--- config.mk ---
export PLATFORM = sky130hd
export DESIGN_NAME = reqMerge
export DESIGN_NICKNAME = d
export VERILOG_FILES = /design/src/rtl/bankPkg.sv /design/src/rtl/memBusPkg.sv /design/src/rtl/reqMerge.sv
export VERILOG_INCLUDE_DIRS = /design/src /design/src/include
export SDC_FILE = /design/constraint.sdc
export NUM_CORES = 1
export LEC_CHECK = 0
export ABC_AREA = 1
export BUFFER_PORTS_ARGS = -buffer_cell sky130_fd_sc_hd__buf_2
export CAP_MARGIN = 10
export CORE_MARGIN = 4
export CORE_UTILIZATION = 23
export CTS_BUF_LIST = sky130_fd_sc_hd__clkbuf_8
export DETAILED_ROUTE_END_ITERATION = 16
export PLACE_DENSITY = 0.84
export SLEW_MARGIN = 5
export SYNTH_ARGS = -nofsm -noshare
export SYNTH_HDL_FRONTEND = slang
export SYNTH_SLANG_ARGS = --single-unit
export TNS_END_PERCENT = 100
--- constraint.sdc ---
create_clock -name clk -period 0.8 [get_ports clk]
set_clock_uncertainty 0.15 [all_clocks]
set_input_delay 0.04 -clock clk [delete_from_list [all_inputs] [get_ports clk]]
set_output_delay 0.04 -clock clk [all_outputs]
set_load 0.005 [all_outputs]
--- src/include/spram_settings.svh ---
// Sizing of the stack processor memory subsystem.
// Included by the packages and by any RTL that slices addresses.
// Four banks of 16K x 16 give 128 KiB in total.

`ifndef SPRAM_SETTINGS_SVH
`define SPRAM_SETTINGS_SVH

// one bank
`define SPRAM_BANK_AW    14     // word address inside a bank
`define SPRAM_BANK_DEPTH 16384  // 16-bit words per bank

// port side
`define SPRAM_WORD_AW    15     // 32-bit word address, top bit picks the bank pair
`define SPRAM_BYTE_AW    17     // byte address of the debug port

`endif
--- src/rtl/bankPkg.sv ---
// Bank-level types of the memory subsystem.
// bankReqT drives one 16K x 16 bank, readTagT remembers what the last read was.

`default_nettype none

`include "spram_settings.svh"

package bankPkg;

    // request into a single bank
    typedef struct packed {
        logic                      we;
        logic [3:0]                nibMask;  // bit n writes bits 4n+3..4n
        logic                      cs;       // bank selected
        logic [`SPRAM_BANK_AW-1:0] addr;
        logic [15:0]               wdata;
    } bankReqT;

    // captured on read cycles, consumed one cycle later
    typedef struct packed {
        logic [1:0] lane;      // byte lane of the read, 3 is bits 31..24
        logic       fromByte;  // read came from the debug port
    } readTagT;

endpackage

`default_nettype wire

--- src/rtl/memBusPkg.sv ---
// Port-level request types of the memory subsystem.
// The word port carries CPU traffic and the byte port carries debug traffic.
// Both are level requests where we high writes and we low reads.

`default_nettype none

`include "spram_settings.svh"

package memBusPkg;

    // CPU side request, 32-bit data with byte lane mask
    typedef struct packed {
        logic                      we;     // write in this cycle
        logic [3:0]                bmsk;   // bit n writes bits 8n+7..8n
        logic [`SPRAM_WORD_AW-1:0] addr;   // word address
        logic [31:0]               wdata;
    } wordReqT;

    // debug side request, one byte at a time
    // the two low address bits name the byte lane
    typedef struct packed {
        logic                      we;
        logic [`SPRAM_BYTE_AW-1:0] addr;   // byte address
        logic [7:0]                wdata;
    } byteReqT;

endpackage

`default_nettype wire

--- src/rtl/reqMerge.sv ---
// Input side of the memory subsystem.
// debugSel hands the RAM to the byte port, which is widened here into a
// one-lane word request. The read tag is kept for the cycle the data returns.

`timescale 1ns/1ps
`default_nettype none

`include "spram_settings.svh"

module reqMerge (
    input  wire                     clk,
    input  wire                     arstN,
    input  wire                     debugSel,
    input  wire memBusPkg::wordReqT  wordReq,
    input  wire memBusPkg::byteReqT  byteReq,
    output memBusPkg::wordReqT      memReq,
    output bankPkg::readTagT        readTag
);

    // request select and byte to word conversion
    always_comb begin
        memReq = wordReq;
        if (debugSel) begin
            memReq.we    = byteReq.we;
            memReq.addr  = byteReq.addr[`SPRAM_BYTE_AW-1:2];
            memReq.bmsk  = 4'b0001 << byteReq.addr[1:0];  // single lane
            memReq.wdata = {4{byteReq.wdata}};            // byte on every lane
        end
    end

    // tag of the read in flight
    always_ff @(posedge clk or negedge arstN) begin
        if (!arstN) begin
            readTag <= '0;
        end else if (!memReq.we) begin
            readTag.fromByte <= debugSel;
            readTag.lane     <= debugSel ? byteReq.addr[1:0] : 2'd0;  // word reads use lane 0
        end
    end

endmodule

`default_nettype wire

==> impl_metrics.env <==
export IMPL_post_route_min_period_ps=903.8
export IMPL_status="complete, but fails checks"
export IMPL_min_from="byteReq[8]"
export IMPL_violations="negative hold slack, negative setup slack"
export IMPL_largestRegisters="readTag x3"
export IMPL_syn_area_per_cell_sq_um=4.323
export IMPL_critPathTopFamily="flip-flops"
export IMPL_fillCellCount=215
export IMPL_yosys_warnings=0
export IMPL_synth_top_cell_area_share_pct=71.24
export IMPL_post_route_util_pct=71.61
export IMPL_seq_power_share_pct=10.5
export IMPL_crit_slowest_cell="dfrtp_1"
export IMPL_syn_nets=237
export IMPL_io_pins=136
export IMPL_cts_sinks=3
export IMPL_fmax_ghz=1.106
export IMPL_multi_input_area_sq_um=785.8
export IMPL_yosys_top_cells_area="nand2_1, dfrtp_1, buf_2"
export IMPL_overflow=0
export IMPL_pwr_share_comb_pct=64.5
export IMPL_final_area_sq_um=1992
export IMPL_crit_buf_inv=1
export IMPL_place_ws_ps=-114.4
export IMPL_largest_register_ffs=3
export IMPL_regToRegStartpoint="readTag[0]$_DFFE_PN0N_"
export IMPL_hold_class="input port to register"
export IMPL_worstSetupPathDepth=1
export IMPL_tritoncts="done"
export IMPL_portBuffers=135
export IMPL_drive_above_1_share_pct=70.26
export IMPL_rr_worst_depth=2
export IMPL_regMostFlops="readTag"
export IMPL_min_path_cells=3
export IMPL_endpoint_kind="output pin"
export IMPL_worst_pin_slew_ps=203.9
export IMPL_dpl_cell_area_sq_um=1429
export IMPL_netlist_instances=156
export IMPL_whs_ps=-39.75
export IMPL_arrival_ps=710
export IMPL_cp_required_ps=610
export IMPL_path_cells="buf_2"
export IMPL_fin_nets=388
export IMPL_layout_common_cells="buf_2, nand2_1, nand2_2"
export IMPL_cts_buffers=3
export IMPL_slew_viol_final=0
export IMPL_leakage_uw=0.001334
export IMPL_clock_root_buffer="clkbuf_8"
export IMPL_start_kind="register"
export IMPL_switchingPower_uw=606.2
export IMPL_switching_share_pct=36.02
export IMPL_p_clk_share_pct=25.0
export IMPL_max_slew_margin_rel_pct=86.38
export IMPL_num_vias=1544
export IMPL_grtUsageTotal_pct=19.36
export IMPL_p_per_area_nw_per_um2=844.9
export IMPL_final_common_cell="buf_2"
export IMPL_setup_viol=49
export IMPL_rsz0062_at_grt="yes"
export IMPL_ys_ff_latch=3
export IMPL_gp_congestion=0.7438
export IMPL_critical_path_class="register to output pin"
export IMPL_core_area_sq_um=2781
export IMPL_p_int_uw=1077
export IMPL_setup_ws_ps=-103.8
export IMPL_finalHoldViolCount=2
export IMPL_hold_buffers=1
export IMPL_ir_drop_mv=1.806
export IMPL_die_area_sq_um=3863
export IMPL_regArea_sq_um=75.07
export IMPL_cap_violations=0
export IMPL_grt_max_degree=20
export IMPL_startpoint="readTag[0]$_DFFE_PN0N_"
export IMPL_avgViaCountPerCell=4.582
export IMPL_clk_pin_slew_ps=30
export IMPL_synth_cell_types=10
export IMPL_syn_area_sq_um=674.4
export IMPL_critPathMaxStageDelay_ps=370
export IMPL_ys_seq_area_share_pct=11.13
export IMPL_cts_htree_levels=1
export IMPL_crit_fanout=2
export IMPL_clock_latency_ps=210
export IMPL_antenna_found_initial=0
export IMPL_ant_nets=0
export IMPL_grt_pass1_wl_um=6375
export IMPL_wl_per_cell_um=12.96
export IMPL_area_delta_synth_final_pct=195.4
export IMPL_wirelength_um=4367
export IMPL_period_share_pct=113.0
export IMPL_synth_top_area_cell="nand2_1"
export IMPL_start_util_pct=24.25
export IMPL_firstDrtPassIters=4
export IMPL_first_global_vias=1461
export IMPL_die_w_um=62.15
export IMPL_die_h_um=62.15
export IMPL_dp_hpwl_um=2770
export IMPL_drc=0
export IMPL_setup_tns_ps=-3120
export IMPL_rows=19
export IMPL_clk_path_buf_depth=2
export IMPL_drt_iter0_markers=71
export IMPL_num_antenna_cells=0
[layer usage]
metal  up-vias  track usage (%)  wire, um  share of wire [%]
met3         6            5.405       437                 10
met2        82            38.47      2464                 56
met5         -                0         0                  0
met1       681            18.53      1422                 33
met4         0            6.233        43               0.98
li1        775                -         -                  -
[area by class of cell]
cell class                      instances  area share [%]
Clock buffer                            3           2.073
Timing Repair Buffer                  154           50.82
Clock inverter                          1          0.1884
Inverter                                6           1.759
Sequential cell                         3           3.769
Tap cell                               31           1.947
Multi-Input combinational cell        139           39.45
[stage by stage]
| stage | hold slack (ps) | cells | total power [uW] |
|---|---|---|---|
| after global routing | -24.76 | 337 | 1821 |
| after global placement | -314.4 | 320 | 926.7 |
| after detailed placement | -313.4 | 320 | 934.4 |
| final | -39.75 | 337 | 1683 |
| after CTS | -42.02 | 336 | 1548 |
| after floorplan | -405.6 | 156 | 471.3 |
[cell usage after synthesis]
library cell  count
nand2_1         128
inv_1             5
nand3_1           6
buf_4             1
dfrtp_1           3
nor2_1            1
o21ai_1           2
inv_2             1
buf_2             7
a21oi_1           2
[path summary, 6_finish.rpt]
kind	to	slack, ps
min in group asynchronous	readTag[1]$_DFFE_PN0N_	30
max in group asynchronous	readTag[0]$_DFFE_PN0N_	370
worst max register to register	readTag[0]$_DFFE_PN0N_	10
worst max-delay path	readTag[0]	-100
worst min-delay path	readTag[1]$_DFFE_PN0N_	-40
worst min register to register	readTag[2]$_DFFE_PN0N_	350
[kinds of logic after synthesis]
| group | after synthesis | synth area share [%] |
|---|---|---|
| buffers and inverters | 14 | 9.647 |
| DFF | 3 | 11.13 |
| and+or+nand+nor | 135 | 76.25 |
| AOI/OAI and AO/OA | 4 | 2.969 |
[power by group through the flow]
stage	sequential (uW)	combinational, uW	clock [uW]
floorplan	179	292	0
global placement	177	750	0
detailed placement	177	757	0
CTS	175	943	430
global route	179	1190	454
finish	176	1090	421
[what timing repair did]
action	in CTS	in global routing
setup endpoints to repair	55	57
gates cloned	4	2
resized for setup	41	59
setup buffers	7	1
pin swaps	1	5
hold endpoints to repair	5	2
Note: power is estimated with default switching activity, not from simulation.
